**config.mk**
```make
export PLATFORM = sky130hd
export DESIGN_NAME = ttc_top
export DESIGN_NICKNAME = d
export VERILOG_FILES = /design/src/rtl/ttc_pkg.sv /design/src/rtl/bxn_counter.sv /design/src/rtl/ttc_cmd_decode.sv /design/src/rtl/ttc_event_tagger.sv /design/src/rtl/ttc_top.sv
export SDC_FILE = /design/constraint.sdc
export NUM_CORES = 1
export LEC_CHECK = 0
export ABC_AREA = 1
export BUFFER_PORTS_ARGS = -buffer_cell sky130_fd_sc_hd__buf_4
export CORE_MARGIN = 2
export CORE_UTILIZATION = 35
export DETAILED_ROUTE_END_ITERATION = 8
export SETUP_SLACK_MARGIN = 0.05
export SYNTH_ARGS = -nofsm -noshare
export SYNTH_HDL_FRONTEND = slang
export SYNTH_HIERARCHICAL = 1
export SYNTH_SLANG_ARGS = --single-unit
```
**constraint.sdc**
```tcl
create_clock -name clock -period 8.4 [get_ports clock]
set_input_delay 1.26 -clock clock [delete_from_list [all_inputs] [get_ports clock]]
set_output_delay 1.26 -clock clock [all_outputs]
set_load 0.01 [all_outputs]
```
**src/rtl/ttc_pkg.sv**
```systemverilog
package ttc_pkg;

  // ----------------------------
  // Counter widths
  // ----------------------------

  localparam int mxbxn = 12;  // Bunch crossing counter, 0 to 3563
  localparam int mxevt = 24;  // L1A event counter
  localparam int mxorb = 16;  // Orbit counter

  // ----------------------------
  // LHC machine constants
  // ----------------------------

  // Bunch crossings per orbit, one more than the highest BXN
  localparam logic [mxbxn-1:0] lhc_cycle = 12'd3564;

  // Keep loading the offset after reset until the first BC0 shows up
  localparam logic hold_until_bx0 = 1'b1;

  // ----------------------------
  // Broadcast command codes
  // ----------------------------

  // Whole-byte codes, low two bits clear so they never alias BC0/EC0
  localparam logic [7:0] cmd_resync = 8'h04;  // Resync, reload BXN offset
  localparam logic [7:0] cmd_oc0    = 8'h08;  // Orbit counter zero

  // Broadcast byte, read either as one code or as separate flag bits
  typedef union packed {
    logic [7:0] code;       // Full command code
    struct packed {
      logic [5:0] user;     // User defined upper bits
      logic       ec0_bit;  // Event counter zero
      logic       bc0_bit;  // Bunch crossing zero
    } fields;
  } ttc_cmd_u;

  // BC0 sits in bit 0, EC0 in bit 1
  // A byte may carry both flags at once
  // Resync and OC0 only ever appear as whole codes

endpackage

```
**src/rtl/bxn_counter.sv**
```systemverilog
`timescale 1ns/1ns

module bxn_counter (
  input  logic                      clock,
  input  logic                      bxn_preset,    // Sync reset, active high
  input  logic                      bc0,           // Received bunch crossing zero
  input  logic                      resync,        // Reload request
  input  logic [ttc_pkg::mxbxn-1:0] bxn_offset,    // Count loaded on resync
  output logic [ttc_pkg::mxbxn-1:0] bxn,           // Local bunch crossing
  output logic                      bx0_local,     // Local count at zero
  output logic                      bxn_wrap,      // Last crossing of the orbit
  output logic                      bxn_sync_err,  // Latched sync error
  output logic                      bx0_sync_err   // Sync error or load strobe
);

  import ttc_pkg::*;

  logic [mxbxn-1:0] bxn_offset_lim;  // Offset clipped to a real crossing
  logic             bxn_hold;        // Waiting for first BC0
  logic             bxn_load;        // Load offset this cycle
  logic             bxn_load_q;      // Load happened last cycle
  logic             bxn_sync;        // Count sits at the offset

  // ----------------------------
  // Offset limit
  // ----------------------------

  // Anything past the last crossing is pinned to 3563
  // Registered, so a new offset lands one cycle later
  always_ff @(posedge clock) begin
    if (bxn_offset >= lhc_cycle) begin
      bxn_offset_lim <= lhc_cycle - 1'b1;
    end else begin
      bxn_offset_lim <= bxn_offset;
    end
  end

  // ----------------------------
  // Hold until first BC0
  // ----------------------------

  always_ff @(posedge clock) begin
    if (bxn_preset) begin
      bxn_hold <= 1'b1;  // Armed by reset
    end else if (bc0) begin
      bxn_hold <= 1'b0;  // Released by BC0
    end
  end

  // Load while held or on resync, BC0 in the same cycle wins
  assign bxn_load = ((hold_until_bx0 && bxn_hold) || resync) && !bc0;

  // ----------------------------
  // Counter
  // ----------------------------

  assign bxn_wrap  = (bxn == lhc_cycle - 1'b1);  // 3563
  assign bx0_local = (bxn == '0);

  // Reset parks the count at the offset as well
  always_ff @(posedge clock) begin
    if (bxn_preset || bxn_load) begin
      bxn <= bxn_offset_lim;
    end else if (bxn_wrap) begin
      bxn <= '0;
    end else begin
      bxn <= bxn + 1'b1;
    end
  end

  // Right after a load the count already equals the offset;
  // the first real check comes one orbit later
  always_ff @(posedge clock) begin
    if (bxn_preset) begin
      bxn_load_q <= 1'b0;
    end else begin
      bxn_load_q <= bxn_load;
    end
  end

  // ----------------------------
  // Sync error
  // ----------------------------

  assign bxn_sync = (bxn == bxn_offset_lim);  // Expected BC0 position

  always_ff @(posedge clock) begin
    if (bxn_preset || bxn_load) begin
      bxn_sync_err <= 1'b0;                      // Cleared by a load
    end else if (bc0) begin
      bxn_sync_err <= !bxn_sync || bxn_sync_err; // BC0 off the local position
    end else if (bxn_sync && !bxn_load_q) begin
      bxn_sync_err <= 1'b1;                      // Local position with no BC0
    end
  end

  // Load shows as a one-cycle strobe on top of the latched error
  assign bx0_sync_err = bxn_sync_err || bxn_load;

  // ----------------------------
  // Checks
  // ----------------------------

  a_bxn_range : assert property (
    @(posedge clock) disable iff (bxn_preset)
    bxn < lhc_cycle
  ) else $error("bxn_counter: bxn %0d out of range at %0t", bxn, $time);

  a_bxn_step : assert property (
    @(posedge clock) disable iff (bxn_preset)
    (!bxn_load && !bxn_wrap) |=> (bxn == $past(bxn) + 1'b1)
  ) else $error("bxn_counter: bxn skipped to %0d at %0t", bxn, $time);

endmodule

```
**src/rtl/ttc_cmd_decode.sv**
```systemverilog
`timescale 1ns/1ns

module ttc_cmd_decode (
  input  logic       clock,
  input  logic       bxn_preset,  // Sync reset, active high
  input  logic [7:0] cmd,         // Broadcast command byte
  input  logic       cmd_strobe,  // Byte valid this cycle
  input  logic       l1a,         // Level-1 accept
  output logic       bc0,         // Bunch crossing zero pulse
  output logic       ec0,         // Event counter zero pulse
  output logic       oc0,         // Orbit counter zero pulse
  output logic       resync,      // Resync pulse
  output logic       l1a_q        // Registered L1A
);

  import ttc_pkg::*;

  // ----------------------------
  // Input registers
  // ----------------------------

  ttc_cmd_u cmd_q;      // Last strobed byte
  logic     cmd_valid;  // Strobe delayed one cycle

  // Byte only moves on a strobe
  always_ff @(posedge clock) begin
    if (cmd_strobe) begin
      cmd_q.code <= cmd;
    end
  end

  // Strobe and L1A are control, cleared by reset
  always_ff @(posedge clock) begin
    if (bxn_preset) begin
      cmd_valid <= 1'b0;
      l1a_q     <= 1'b0;
    end else begin
      cmd_valid <= cmd_strobe;  // One cycle per strobe
      l1a_q     <= l1a;         // Fixed latency of one
    end
  end

  // ----------------------------
  // Decode
  // ----------------------------

  // Flag bits come from the field view
  assign bc0 = cmd_valid && cmd_q.fields.bc0_bit;
  assign ec0 = cmd_valid && cmd_q.fields.ec0_bit;

  // Resync and OC0 come from the whole-code view
  assign resync = cmd_valid && (cmd_q.code == cmd_resync);
  assign oc0    = cmd_valid && (cmd_q.code == cmd_oc0);

  // Both codes have bits 1:0 clear,
  // so they never fire BC0 or EC0 alongside

  // ----------------------------
  // Checks
  // ----------------------------

  // The counters downstream treat resync and OC0 as separate events
  a_resync_oc0_excl : assert property (
    @(posedge clock) disable iff (bxn_preset)
    !(resync && oc0)
  ) else $error("ttc_cmd_decode: resync and oc0 together at %0t", $time);

endmodule

```
**src/rtl/ttc_event_tagger.sv**
```systemverilog
`timescale 1ns/1ns

module ttc_event_tagger (
  input  logic                      clock,
  input  logic                      bxn_preset,  // Active high sync reset
  input  logic [ttc_pkg::mxbxn-1:0] bxn,         // Local bunch crossing
  input  logic                      bxn_wrap,    // Last crossing of the orbit
  input  logic                      l1a_q,       // Registered L1A
  input  logic                      ec0,         // Event counter zero
  input  logic                      oc0,         // Orbit counter zero
  input  logic                      resync,      // Clears both counters
  output logic [ttc_pkg::mxorb-1:0] orbit,       // Orbit count
  output logic                      tag_valid,   // One-cycle tag strobe
  output logic [ttc_pkg::mxbxn-1:0] tag_bxn,     // BXN at the L1A
  output logic [ttc_pkg::mxevt-1:0] tag_evt,     // Event number of the L1A
  output logic [ttc_pkg::mxorb-1:0] tag_orbit    // Orbit at the L1A
);

  import ttc_pkg::*;

  logic [mxevt-1:0] evt_count;  // Events since last clear
  logic [mxevt-1:0] evt_next;   // Count after this cycle
  logic             evt_clear;  // EC0 or resync
  logic             orb_clear;  // OC0 or resync

  assign evt_clear = ec0 || resync;
  assign orb_clear = oc0 || resync;

  // ----------------------------
  // Orbit counter
  // ----------------------------

  // Steps at the end of the wrap cycle, so it is new when bxn is 0
  always_ff @(posedge clock) begin
    if (bxn_preset || orb_clear) begin
      orbit <= '0;            // Clear beats a wrap
    end else if (bxn_wrap) begin
      orbit <= orbit + 1'b1;
    end
  end

  // ----------------------------
  // Event counter
  // ----------------------------

  // Clear applies first, so an L1A in the clear cycle is event 1
  assign evt_next = (evt_clear ? '0 : evt_count) + mxevt'(l1a_q);

  always_ff @(posedge clock) begin
    if (bxn_preset) begin
      evt_count <= '0;
    end else begin
      evt_count <= evt_next;
    end
  end

  // ----------------------------
  // Tag capture
  // ----------------------------

  // Strobe follows the L1A by one cycle
  always_ff @(posedge clock) begin
    if (bxn_preset) begin
      tag_valid <= 1'b0;
    end else begin
      tag_valid <= l1a_q;
    end
  end

  // Tag words only change on an L1A
  always_ff @(posedge clock) begin
    if (l1a_q) begin
      tag_bxn   <= bxn;       // Crossing of the L1A cycle
      tag_evt   <= evt_next;  // Already counts this event
      tag_orbit <= orbit;     // Orbit of the L1A cycle
    end
  end

  // ----------------------------
  // Checks
  // ----------------------------

  // Event numbering starts at 1 after any clear
  a_tag_evt_nonzero : assert property (
    @(posedge clock) disable iff (bxn_preset)
    tag_valid |-> (tag_evt != '0)
  ) else $error("ttc_event_tagger: tag_evt is 0 at %0t", $time);

endmodule

```
**src/rtl/ttc_top.sv**
```systemverilog
`timescale 1ns/1ns

module ttc_top (
  input  logic                      clock,
  input  logic                      bxn_preset,    // Sync reset, active high
  input  logic [7:0]                cmd,           // Broadcast command byte
  input  logic                      cmd_strobe,    // Command valid
  input  logic                      l1a,           // Level-1 accept
  input  logic [ttc_pkg::mxbxn-1:0] bxn_offset,    // BXN loaded on resync
  output logic [ttc_pkg::mxbxn-1:0] bxn,           // Local bunch crossing
  output logic                      bx0_local,     // Local BXN at zero
  output logic                      bxn_sync_err,  // Latched sync error
  output logic                      bx0_sync_err,  // Sync error or load
  output logic [ttc_pkg::mxorb-1:0] orbit,         // Orbit count
  output logic                      tag_valid,     // L1A tag strobe
  output logic [ttc_pkg::mxbxn-1:0] tag_bxn,       // Tagged crossing
  output logic [ttc_pkg::mxevt-1:0] tag_evt,       // Tagged event number
  output logic [ttc_pkg::mxorb-1:0] tag_orbit      // Tagged orbit
);

  // ----------------------------
  // Decoder outputs
  // ----------------------------

  logic bc0;       // Bunch crossing zero
  logic ec0;       // Event counter zero
  logic oc0;       // Orbit counter zero
  logic resync;    // Counter reload
  logic l1a_q;     // L1A, one cycle late
  logic bxn_wrap;  // Counter at 3563

  // Input side, one cycle of latency on every path
  ttc_cmd_decode i_ttc_cmd_decode (
    .clock      (clock),
    .bxn_preset (bxn_preset),
    .cmd        (cmd),
    .cmd_strobe (cmd_strobe),
    .l1a        (l1a),
    .bc0        (bc0),
    .ec0        (ec0),
    .oc0        (oc0),
    .resync     (resync),
    .l1a_q      (l1a_q)
  );

  // Bunch counter, loads on resync and checks BC0 alignment
  bxn_counter i_bxn_counter (
    .clock        (clock),
    .bxn_preset   (bxn_preset),
    .bc0          (bc0),
    .resync       (resync),
    .bxn_offset   (bxn_offset),
    .bxn          (bxn),
    .bx0_local    (bx0_local),
    .bxn_wrap     (bxn_wrap),
    .bxn_sync_err (bxn_sync_err),
    .bx0_sync_err (bx0_sync_err)
  );

  // Output side, orbit and event counts plus the L1A tag
  ttc_event_tagger i_ttc_event_tagger (
    .clock      (clock),
    .bxn_preset (bxn_preset),
    .bxn        (bxn),
    .bxn_wrap   (bxn_wrap),
    .l1a_q      (l1a_q),
    .ec0        (ec0),
    .oc0        (oc0),
    .resync     (resync),
    .orbit      (orbit),
    .tag_valid  (tag_valid),
    .tag_bxn    (tag_bxn),
    .tag_evt    (tag_evt),
    .tag_orbit  (tag_orbit)
  );

endmodule

```
==> summary.txt, run 1 <==
Place
  – Pre-CTS worst setup slack: 5.43 ns
  – Placed wire-length estimate: 8710 um
  – Port bufs: 107
  – Placed cells: 965
  – Area after DPL: 6610 um2
  – RD Place Congestion: 0.861

Logic synthesis
  – Syn_nets: 680
  – Synth async-reset ratio: 0%
  – Number of flops mapped to enable cells by yosys: 60
  – Post-synthesis cell count: 651
  – Yosys warns: 6
  – Synth area leader: edfxtp_1
  – #FFs+latches synth: 130
  – Synth cell types: 39
  – Primary FF master, synth: dfxtp_1
  – Seq/Total Area, Yosys: 57.4%
  – Synth top area share: 32.3%
  – Most instantiated library cell after synthesis: nand2_1
  – Post-Syn Area: 5580 um2
  – Main area contributors after synthesis: edfxtp_1 32%, dfxtp_1 25%, nand2_1 10%, inv_1 6.6%, nor2_1 6.1%
  – Mapped Avg Cell Area: 8.57 um2
  – Synth cell count leaders: 155 x nand2_1, 98 x inv_1, 90 x nor2_1

Critical path
  – Buf/Inv on CP: 2
  – Most frequent CP cell: nor2_1
  – Crit path capture type: output pin
  – CP Data Required Time: 7.14 ns
  – Crit path from: i_ttc_cmd_decode/cmd_q[0]$_DFFE_PP_
  – Crit path max-delay family: simple AND/OR/NAND/NOR gates
  – CP Cell Sequence: nor2_2 -> nand3_1 -> nor2_1 -> nor2_1 -> nor2_1 -> inv_1 -> nand2_1 -> buf_4
  – CP Max Fanout: 4
  – CP max stage cell: edfxtp_1
  – Worst Setup Start Kind: register
  – Slowest stage delay, CP: 0.40 ns
  – R2r startpoint: i_ttc_cmd_decode/cmd_q[1]$_DFFE_PP_
  – Crit path DAT: 1.81 ns
  – Crit path kind: reg2out

Floorplan
  – Die area: 17,000 um2
  – Die Span Y: 130 um
  – Starting Density: 35.5%
  – Row count: 46
  – Core Area: 15,700 um2
  – I/O Pins: 108
  – Chip Width: 130 um

Pwr
  – Pwr/cell area: 209 nW/um2
  – Final total power: 1.50 mW
  – Leakage: 3.22 nW
  – Peak supply drop: 0.132 mV

Layout
  – Filler cells: 1,544
  – Area grow syn2layout: 28.1%
  – Layout cell share with drive strength beyond 1: 20.4%
  – Design area: 7150 um2
  – Fin cells: 997
  – Nets: 797
  – Ant diodes: 0
  – Utilization after layout: 45.5%

Timing
  – Setup TNS: 0 ns
  – Final worst path period need: 3.07 ns
  – Worst-margin pin slew: 0.868 ns
  – RSZ-0062 raised after global routing: false
  – Slew HR: 41.9%
  – F_max: 0.325 GHz
  – Max-slew violation count: 0
  – Clock skew: 0.0145 ns
  – Hold WS: 0.451 ns
  – Final period util: 36.6%
  – Final Worst Setup Slack: 5.33 ns
  – Final hold vios: 0
  – Setup-failing EPs final: 0

Routing
  – Routed Antenna Nets: 0
  – DRT Pass-1 Iters: 4
  – Iter 0 DRT Violations: 220
  – Vias per cell: 4.42
  – Number of remaining DRC errors: 0
  – Post-Route WL: 12,000 um
  – DR WL/cell: 12.1 um
  – Via count: 4,402

Clock tree
  – H-tree depth: 4
  – Post-CTS sizing: 0
  – Clock Tree Root: clkbuf_16
  – Setup bufs post-CTS: 0
  – CTS Buf Count: 17
  – CTS Hold Bufs: 0
  – Clock Tree Buf Depth: 2
  – Clk slew on worst S/H paths: 0.06 ns
  – Clk_lat worst skew: 0.42 ns
  – CTS tree: done
  – CTS sink count: 130

Min path
  – Min-delay src: i_bxn_counter/bxn_hold$_SDFFE_PP1P_
  – HP Class: reg2reg

Flow run
  – Maximum capacitance violations: 0

GRT
  – Grt ovf: 0
  – Tot GR Track Use: 14.9%
  – Initial antenna violation count: 0
  – Via count of the first global-routing pass: 4,070
  – Pin count of the biggest net entering global routing: 37
  – First-pass GRT wire length: 19,400 um

Status
  – Outcome: completed
==> worst reg2reg max path, cell delays in order (launching register included) <==
cell and delay, ns:
edfxtp_1 0.37, nor2_2 0.05, nand3_1 0.06, nor2_1 0.10, nor2_4 0.61, nand3_1 0.30, nor2_4 0.26, nand2_1 0.12
nor2_1 0.27, nand3_1 0.12, nand2_1 0.10, inv_1 0.04
==> placed cells by master, fill, tap and decap left out, drive strengths merged <==
cell type,synthesis,routed
a211oi,2,2
a21boi,2,2
a21oi,19,19
a31o,1,1
and2,1,1
and3,1,1
buf,4,108
bufinv,0,1
clkbuf,6,26
clkinv,2,7
dfxtp,70,70
edfxtp,60,60
ha,5,5
inv,106,106
nand2,155,155
nand3,54,54
nand4,10,10
nor2,99,99
nor2b,1,1
nor3,11,11
o21a,2,2
o21ai,16,16
o21bai,4,4
o22ai,5,5
or2,1,1
xnor2,8,8
xor2,6,6
==> routing by layer <==
layer	up-vias	share of wire [%]	track usage [%]	wire, um
met5	-	0	0	0
met4	0	1.6	5.76	187
met3	16	6.6	6.23	792
met2	100	46	23.6	5570
met1	1968	46	18.3	5490
li1	2318	-	-	-
==> kinds of logic after synthesis <==
| family | share of synthesized area (%) |
|---|---|
| AOI/OAI and AO/OA | 5.20 |
| and+or+nand+nor | 25.8 |
| DFF | 57.4 |
| adders and majority gates | 1.12 |
| xor gates and xnor gates | 2.20 |
| buffers and inverters | 8.27 |
==> final cells by class <==
class	instances	area, um2	share of cell area [%]
clock inverters	6	57.6	0.805
inverters	108	409	5.72
clock buffers	26	479	6.70
multi-input cells	403	1920	26.8
repair buffers	108	811	11.3
flip-flops and latches	130	3200	44.8
well taps	216	270	3.78
==> power breakdown <==
group	internal (mW)	total, mW	switching (mW)
sequential	0.689	0.710	0.0214
combinational	0.0473	0.109	0.0621
clock	0.420	0.677	0.257
==> worst paths after layout <==
check                                                                 to  slack (ns)  cells past startpoint
worst min-delay path                 i_bxn_counter/bxn_hold$_SDFFE_PP1P_        0.45                      2
worst min register to register       i_bxn_counter/bxn_hold$_SDFFE_PP1P_        0.45                      2
worst max register to register  i_ttc_event_tagger/tag_evt[22]$_DFFE_PP_        5.76                     11
worst max-delay path                                        bx0_sync_err        5.33                      8
==> state kept, by name (all words and copies together) (netlist names) <==
signal	cells
i_ttc_event_tagger/tag_evt	24
i_bxn_counter/bxn_load_q	1
i_bxn_counter/bxn_hold	1
i_bxn_counter/bxn_offset_lim	12
i_ttc_event_tagger/tag_bxn	12
i_ttc_event_tagger/evt_count	24
i_ttc_cmd_decode/cmd_q	8
i_ttc_cmd_decode/cmd_valid	1
i_ttc_cmd_decode/l1a_q	1
i_ttc_event_tagger/tag_orbit	16
i_bxn_counter/bxn_sync_err	1
i_bxn_counter/bxn	12
i_ttc_event_tagger/orbit	16
i_ttc_event_tagger/tag_valid	1
Power figures use the tool's default switching activity.
==> run 2: changes to the inputs <==
==> constraint.sdc (replaced) <==
create_clock -name clock -period 2.6 [get_ports clock]
set_input_delay 0.39 -clock clock [delete_from_list [all_inputs] [get_ports clock]]
set_output_delay 0.39 -clock clock [all_outputs]
set_load 0.01 [all_outputs]
==> run 2 against run 1 <==
Against the previous run:
- largest power group is now the clock network
- register-to-register slack worse by 5.5 ns
- setup slack worse by 5.0 ns
- first-iteration DRC count up 11%
==> summary.txt, run 2 (synthesized netlist as in run 1, its figures left out) <==
Place
  – Placed wire-length estimate: 8840 um
  – RD Place Congestion: 0.857
  – Port bufs: 107

Timing
  – Max-slew violation count: 0
  – Final worst path period need: 2.30 ns
  – Setup-failing EPs final: 0
  – Setup TNS: 0 ns
  – F_max: 0.436 GHz
  – Clock skew: 0.00838 ns
  – Final period util: 88.3%
  – Worst-margin pin slew: 0.491 ns
  – Hold WS: 0.0942 ns
  – Slew HR: 67.3%
  – Final hold vios: 0
  – RSZ-0062 raised after global routing: false

Floorplan
  – I/O Pins: 108
  – Core Area: 15,700 um2
  – Row count: 46
  – Starting Density: 35.5%
  – Die Span Y: 130 um
  – Die area: 17,000 um2
  – Chip Width: 130 um

Pwr
  – Peak supply drop: 0.403 mV
  – Leakage: 3.28 nW
  – P_sw: 1.11 mW
  – Int Pwr: 3.85 mW
  – Combinational power share: 7.6%
  – Clk pwr share: 46.4%
  – Switch share: 22.3%
  – Sequential fraction of design power: 46.0%
  – Pwr/cell area: 683 nW/um2

Clock tree
  – Clock Tree Root: clkbuf_16
  – Clock Tree Buf Depth: 2
  – CTS Buf Count: 17
  – CTS Hold Bufs: 0
  – Post-CTS sizing: 0
  – Clk_lat worst skew: 0.41 ns
  – Clk slew on worst S/H paths: 0.06 ns
  – CTS tree: done
  – CTS sink count: 130
  – Setup bufs post-CTS: 0
  – H-tree depth: 4

Flow run
  – Maximum capacitance violations: 0

Min path
  – Hold Path End: i_bxn_counter/bxn_offset_lim[10]$_SDFF_PP1_
  – HP Class: in2reg
  – WHS Path Cells: 1
  – Min-delay src: bxn_offset[10]

Critical path
  – Crit path kind: reg2reg
  – R2R depth: 11
  – Crit path DAT: 2.60 ns
  – Worst Setup Start Kind: register
  – Reg2reg setup slack: 0.30 ns
  – R2r startpoint: i_bxn_counter/bxn[1]$_DFF_P_
  – CP Max Fanout: 5
  – Crit path capture type: register
  – R2r endpoint: i_ttc_event_tagger/orbit[14]$_SDFFE_PP0P_
  – CP Data Required Time: 2.90 ns

Routing
  – Vias per cell: 4.40
  – Post-Route WL: 12,000 um
  – Iter 0 DRT Violations: 245
  – DRT Pass-1 Iters: 4
  – Via count: 4,431
  – Routed Antenna Nets: 0
  – Number of remaining DRC errors: 0
  – DR WL/cell: 11.9 um

Layout
  – Ant diodes: 0
  – Nets: 806
  – Layout cell share with drive strength beyond 1: 21.8%
  – Commonest non-fill, non-tap cell in the layout: nand2_1
  – Area grow syn2layout: 30.0%
  – Biggest regs: i_ttc_event_tagger/evt_count: 24 flops, i_ttc_event_tagger/tag_evt: 24 flops
  – Most frequent cells in the layout: 155 x nand2_1, 117 x buf_4, 98 x inv_1, 89 x nor2_1, 69 x dfxtp_1

Status
  – Outcome: completed

GRT
  – Pin count of the biggest net entering global routing: 37
  – Via count of the first global-routing pass: 4,196
  – Initial antenna violation count: 0
  – Grt ovf: 0
  – First-pass GRT wire length: 19,900 um
  – Tot GR Track Use: 15.1%
run 2: how the worst max path moves through the flow:
| stage | startpoint | slack (ns) | end | depth (start not counted) |
|---|---|---|---|---|
| final | i_bxn_counter/bxn[1]$_DFF_P_ | 0.30 | i_ttc_event_tagger/orbit[14]$_SDFFE_PP0P_ | 11 |
| after detailed placement | i_ttc_cmd_decode/cmd_q[0]$_DFFE_PP_ | 0.31 | i_ttc_event_tagger/tag_evt[19]$_DFFE_PP_ | 15 |
| after global placement | i_ttc_cmd_decode/cmd_q[0]$_DFFE_PP_ | 0.32 | i_ttc_event_tagger/tag_evt[19]$_DFFE_PP_ | 15 |
| after floorplan | i_ttc_cmd_decode/l1a_q$_SDFF_PP0_ | 0.40 | i_ttc_event_tagger/tag_evt[22]$_DFFE_PP_ | 8 |
| after CTS | i_ttc_cmd_decode/cmd_q[0]$_DFFE_PP_ | 0.29 | i_ttc_event_tagger/tag_evt[19]$_DFFE_PP_ | 15 |
| after global routing | i_ttc_cmd_decode/cmd_q[0]$_DFFE_PP_ | 0.08 | i_ttc_event_tagger/tag_evt[20]$_DFFE_PP_ | 12 |
run 2: worst max-delay path, stage by stage (launching register included):
cell     delay, ns
dfxtp_1       0.44
ha_1          0.30
and3_1        0.18
nand4_1       0.12
inv_1         0.19
inv_1         0.08
nor3_1        0.35
nand4_1       0.21
nor2_1        0.17
nand2_1       0.06
nand2_1       0.05
nor2_1        0.03
run 2: layer usage:
metal / share of wire [%] / routed length [um] / GRT usage [%] / vias to the layer above
met3: 5.8 / 700 / 5.54 / 9
met4: 0.88 / 106 / 4.62 / 0
met1: 47 / 5660 / 19.2 / 1996
li1: - / - / - / 2323
met2: 46 / 5530 / 23.9 / 103
met5: 0 / 0 / 0 / -
run 2: metrics by stage:
stage / total power, mW / instance area (um2) / instances / setup slack (ns) / utilization [%]
finish: 4.96 / 7250 / 1006 / 0.304 / 46.2
global placement: 2.70 / 6680 / 974 / 0.320 / 42.5
global route: 5.16 / 7250 / 1006 / 0.0763 / 46.2
CTS: 5.03 / 7250 / 1006 / 0.293 / 46.2
detailed placement: 2.70 / 6680 / 974 / 0.311 / 42.5
floorplan: 2.52 / 5580 / 651 / 0.402 / -
run 2: layout make-up:
class / count / area, um2
Clock buffer: 24 / 472
Clock inverter: 8 / 101
Fill cell: 1564 / 8460
Inverter: 108 / 409
Multi-Input combinational cell: 403 / 1920
Sequential cell: 130 / 3200
Tap cell: 216 / 270
Timing Repair Buffer: 117 / 878
run 2: power by group through the flow:
stage                     combinational (mW)  sequential, mW  clock (mW)
after CTS                              0.379            2.28        2.37
after global routing                   0.422            2.29        2.45
after detailed placement               0.378            2.32           0
final                                  0.375            2.28        2.30
after floorplan                        0.169            2.35           0
after global placement                 0.376            2.32           0
==> run 3: changes to the inputs <==
--- a/config.mk
+++ b/config.mk
@@ -10,6 +10,7 @@
 export CORE_MARGIN = 2
 export CORE_UTILIZATION = 35
 export DETAILED_ROUTE_END_ITERATION = 8
+export RECOVER_POWER = 100
 export SETUP_SLACK_MARGIN = 0.05
 export SYNTH_ARGS = -nofsm -noshare
 export SYNTH_HDL_FRONTEND = slang
==> constraint.sdc (replaced) <==
create_clock -name clock -period 2.7 [get_ports clock]
set_input_delay 0.405 -clock clock [delete_from_list [all_inputs] [get_ports clock]]
set_output_delay 0.405 -clock clock [all_outputs]
set_load 0.01 [all_outputs]
==> run 3 against run 2 <==
Against the previous run:
- setup slack improved by 0.010 ns
- sequential share of layout area rose by 2.5 points
- fmax fell by 3.8%
- clock-buffer cell count fell by 4
- first-iteration DRC count rose by 4.9%
- highest routed layer unchanged
==> summary.txt, run 3 (synthesized netlist as in run 1, its figures left out) <==
Pwr
  – Peak supply drop: 0.370 mV
  – Pwr/cell area: 674 nW/um2
  – Clk pwr share: 45.7%
  – Sequential fraction of design power: 47.6%
  – Leakage: 2.89 nW
  – Combinational power share: 6.7%
  – P_sw: 1.11 mW
  – Switch share: 24.0%
  – Final total power: 4.62 mW
  – Int Pwr: 3.51 mW

Critical path
  – CP max stage cell: dfxtp_1
  – Slowest stage delay, CP: 0.42 ns
  – CP Max Fanout: 8
  – Crit path DAT: 2.70 ns
  – Reg2reg setup slack: 0.31 ns
  – Crit path kind: reg2reg
  – CP Data Required Time: 3.01 ns
  – Worst Setup Start Kind: register
  – Crit path capture type: register
  – CP Cell Sequence: nand2_1 -> nor2_1 -> nand4_1 -> inv_1 -> nand2_1 -> nor2_1 -> nand4_1 -> nor2_2 -> nand3_1 -> nand2_1 -> nor2_1

Timing
  – Setup-failing EPs final: 0
  – Final Worst Setup Slack: 0.315 ns
  – Slew HR: 6.91%
  – Final worst path period need: 2.39 ns
  – Final period util: 88.3%
  – Setup TNS: 0 ns
  – Final hold vios: 0
  – Worst-margin pin slew: 1.40 ns
  – Clock skew: 0.0132 ns
  – Hold WS: 0.128 ns
  – RSZ-0062 raised after global routing: false
  – F_max: 0.419 GHz
  – Max-slew violation count: 0

Routing
  – Top Layer Used: met4
  – Post-Route WL: 12,500 um
  – Wl on met1: 5670 um
  – Routed Antenna Nets: 0
  – Vias per cell: 4.41
  – DR WL met3: 792 um
  – DRT Pass-1 Iters: 4
  – DR WL/cell: 12.4 um
  – Via count: 4,430
  – Number of remaining DRC errors: 0
  – Iter 0 DRT Violations: 257
  – Met2 wire length: 5820 um

GRT
  – Tot GR Track Use: 15.5%
  – Grt ovf: 0
  – Via count of the first global-routing pass: 4,211
  – Pin count of the biggest net entering global routing: 32
  – First-pass GRT wire length: 20,200 um
  – Initial antenna violation count: 0

Clock tree
  – CTS sink count: 130
  – Clock Tree Buf Depth: 2
  – Clock Tree Root: clkbuf_16
  – CTS Buf Count: 17
  – Clk slew on worst S/H paths: 0.06 ns
  – CTS tree: done
  – H-tree depth: 4
  – Clk_lat worst skew: 0.41 ns

Layout
  – Nets: 805
  – Most frequent cells in the layout: 155 x nand2_1, 99 x inv_1, 94 x clkbuf_1, 91 x nor2_1, 70 x dfxtp_1
  – Biggest regs: i_ttc_event_tagger/evt_count: 24 flops, i_ttc_event_tagger/tag_evt: 24 flops
  – Area grow syn2layout: 22.9%
  – Layout cell share with drive strength beyond 1: 9.63%
  – Ant diodes: 0
  – Commonest non-fill, non-tap cell in the layout: nand2_1

Floorplan
  – I/O Pins: 108
  – Starting Density: 35.5%
  – Chip Width: 130 um
  – Die area: 17,000 um2
  – Row count: 46
  – Die Span Y: 130 um
  – Core Area: 15,700 um2

Min path
  – HP Class: in2reg

Place
  – Port bufs: 107
  – Placed wire-length estimate: 8970 um
  – Pre-CTS worst setup slack: 0.318 ns
  – RD Place Congestion: 0.863

Status
  – Outcome: completed

Flow run
  – Maximum capacitance violations: 0
## run 3: cell types whose count changed in the layout (fill, tap and decap cells not counted), sizes merged
cell / change
clkinv: +3
clkinvlp: +4
nor2: +1
clkbuf: +98
buf: -104
bufinv: -1
inv: -2
## run 3: per-layer routing
layer | up-vias | track usage (%)
met2 | 114 | 25.1
met4 | 0 | 5.12
met3 | 16 | 5.74
met1 | 1973 | 19.3
li1 | 2327 | -
met5 | - | 0
## run 3: worst paths after layout
path,end,depth (start not counted),startpoint
worst max-delay path,i_ttc_event_tagger/orbit[15]$_SDFFE_PP0P_,11,i_bxn_counter/bxn[7]$_DFF_P_
worst min-delay path,i_bxn_counter/bxn_offset_lim[10]$_SDFF_PP1_,1,bxn_offset[10]
worst max register to register,i_ttc_event_tagger/orbit[15]$_SDFFE_PP0P_,11,i_bxn_counter/bxn[7]$_DFF_P_
worst min register to register,i_bxn_counter/bxn_hold$_SDFFE_PP1P_,2,i_bxn_counter/bxn_hold$_SDFFE_PP1P_
## run 3: worst max-delay path: cells and delay by family (launching register included)
kind                   cells  cell delay, ns
AND/OR/NAND/NOR           10            1.63
buffers and inverters      1            0.21
flip-flops                 1            0.42
## run 3: power groups by stage
stage	clock, mW	combinational [mW]	sequential, mW
2_1_floorplan	0	0.163	2.27
3_3_place_gp	0	0.357	2.24
3_5_place_dp	0	0.357	2.24
4_1_cts	2.17	0.359	2.20
5_1_grt	2.26	0.355	2.21
6_report	2.11	0.308	2.20
## run 3: timing repair
item | in CTS | in global routing
setup endpoints to repair | 0 | 5
hold buffers | 0 | 0
buffers inserted | 0 | 0
gates resized for setup | 0 | 1
## run 3: metrics by stage
stage | utilization, % | cell area, um2 | cells
2_1_floorplan | - | 5580 | 651
3_3_place_gp | 42.4 | 6660 | 972
3_5_place_dp | 42.4 | 6660 | 972
4_1_cts | 45.9 | 7210 | 1004
5_1_grt | 43.6 | 6860 | 1005
6_report | 43.6 | 6860 | 1005
## run 3: cell type report
cell class,instances,area (um2)
Clock buffer,20,437
Sequential cell,130,3200
Multi-Input combinational cell,404,1910
Tap cell,216,270
Timing Repair Buffer,115,519
Fill cell,1633,8850
Clock inverter,12,110
Inverter,108,408
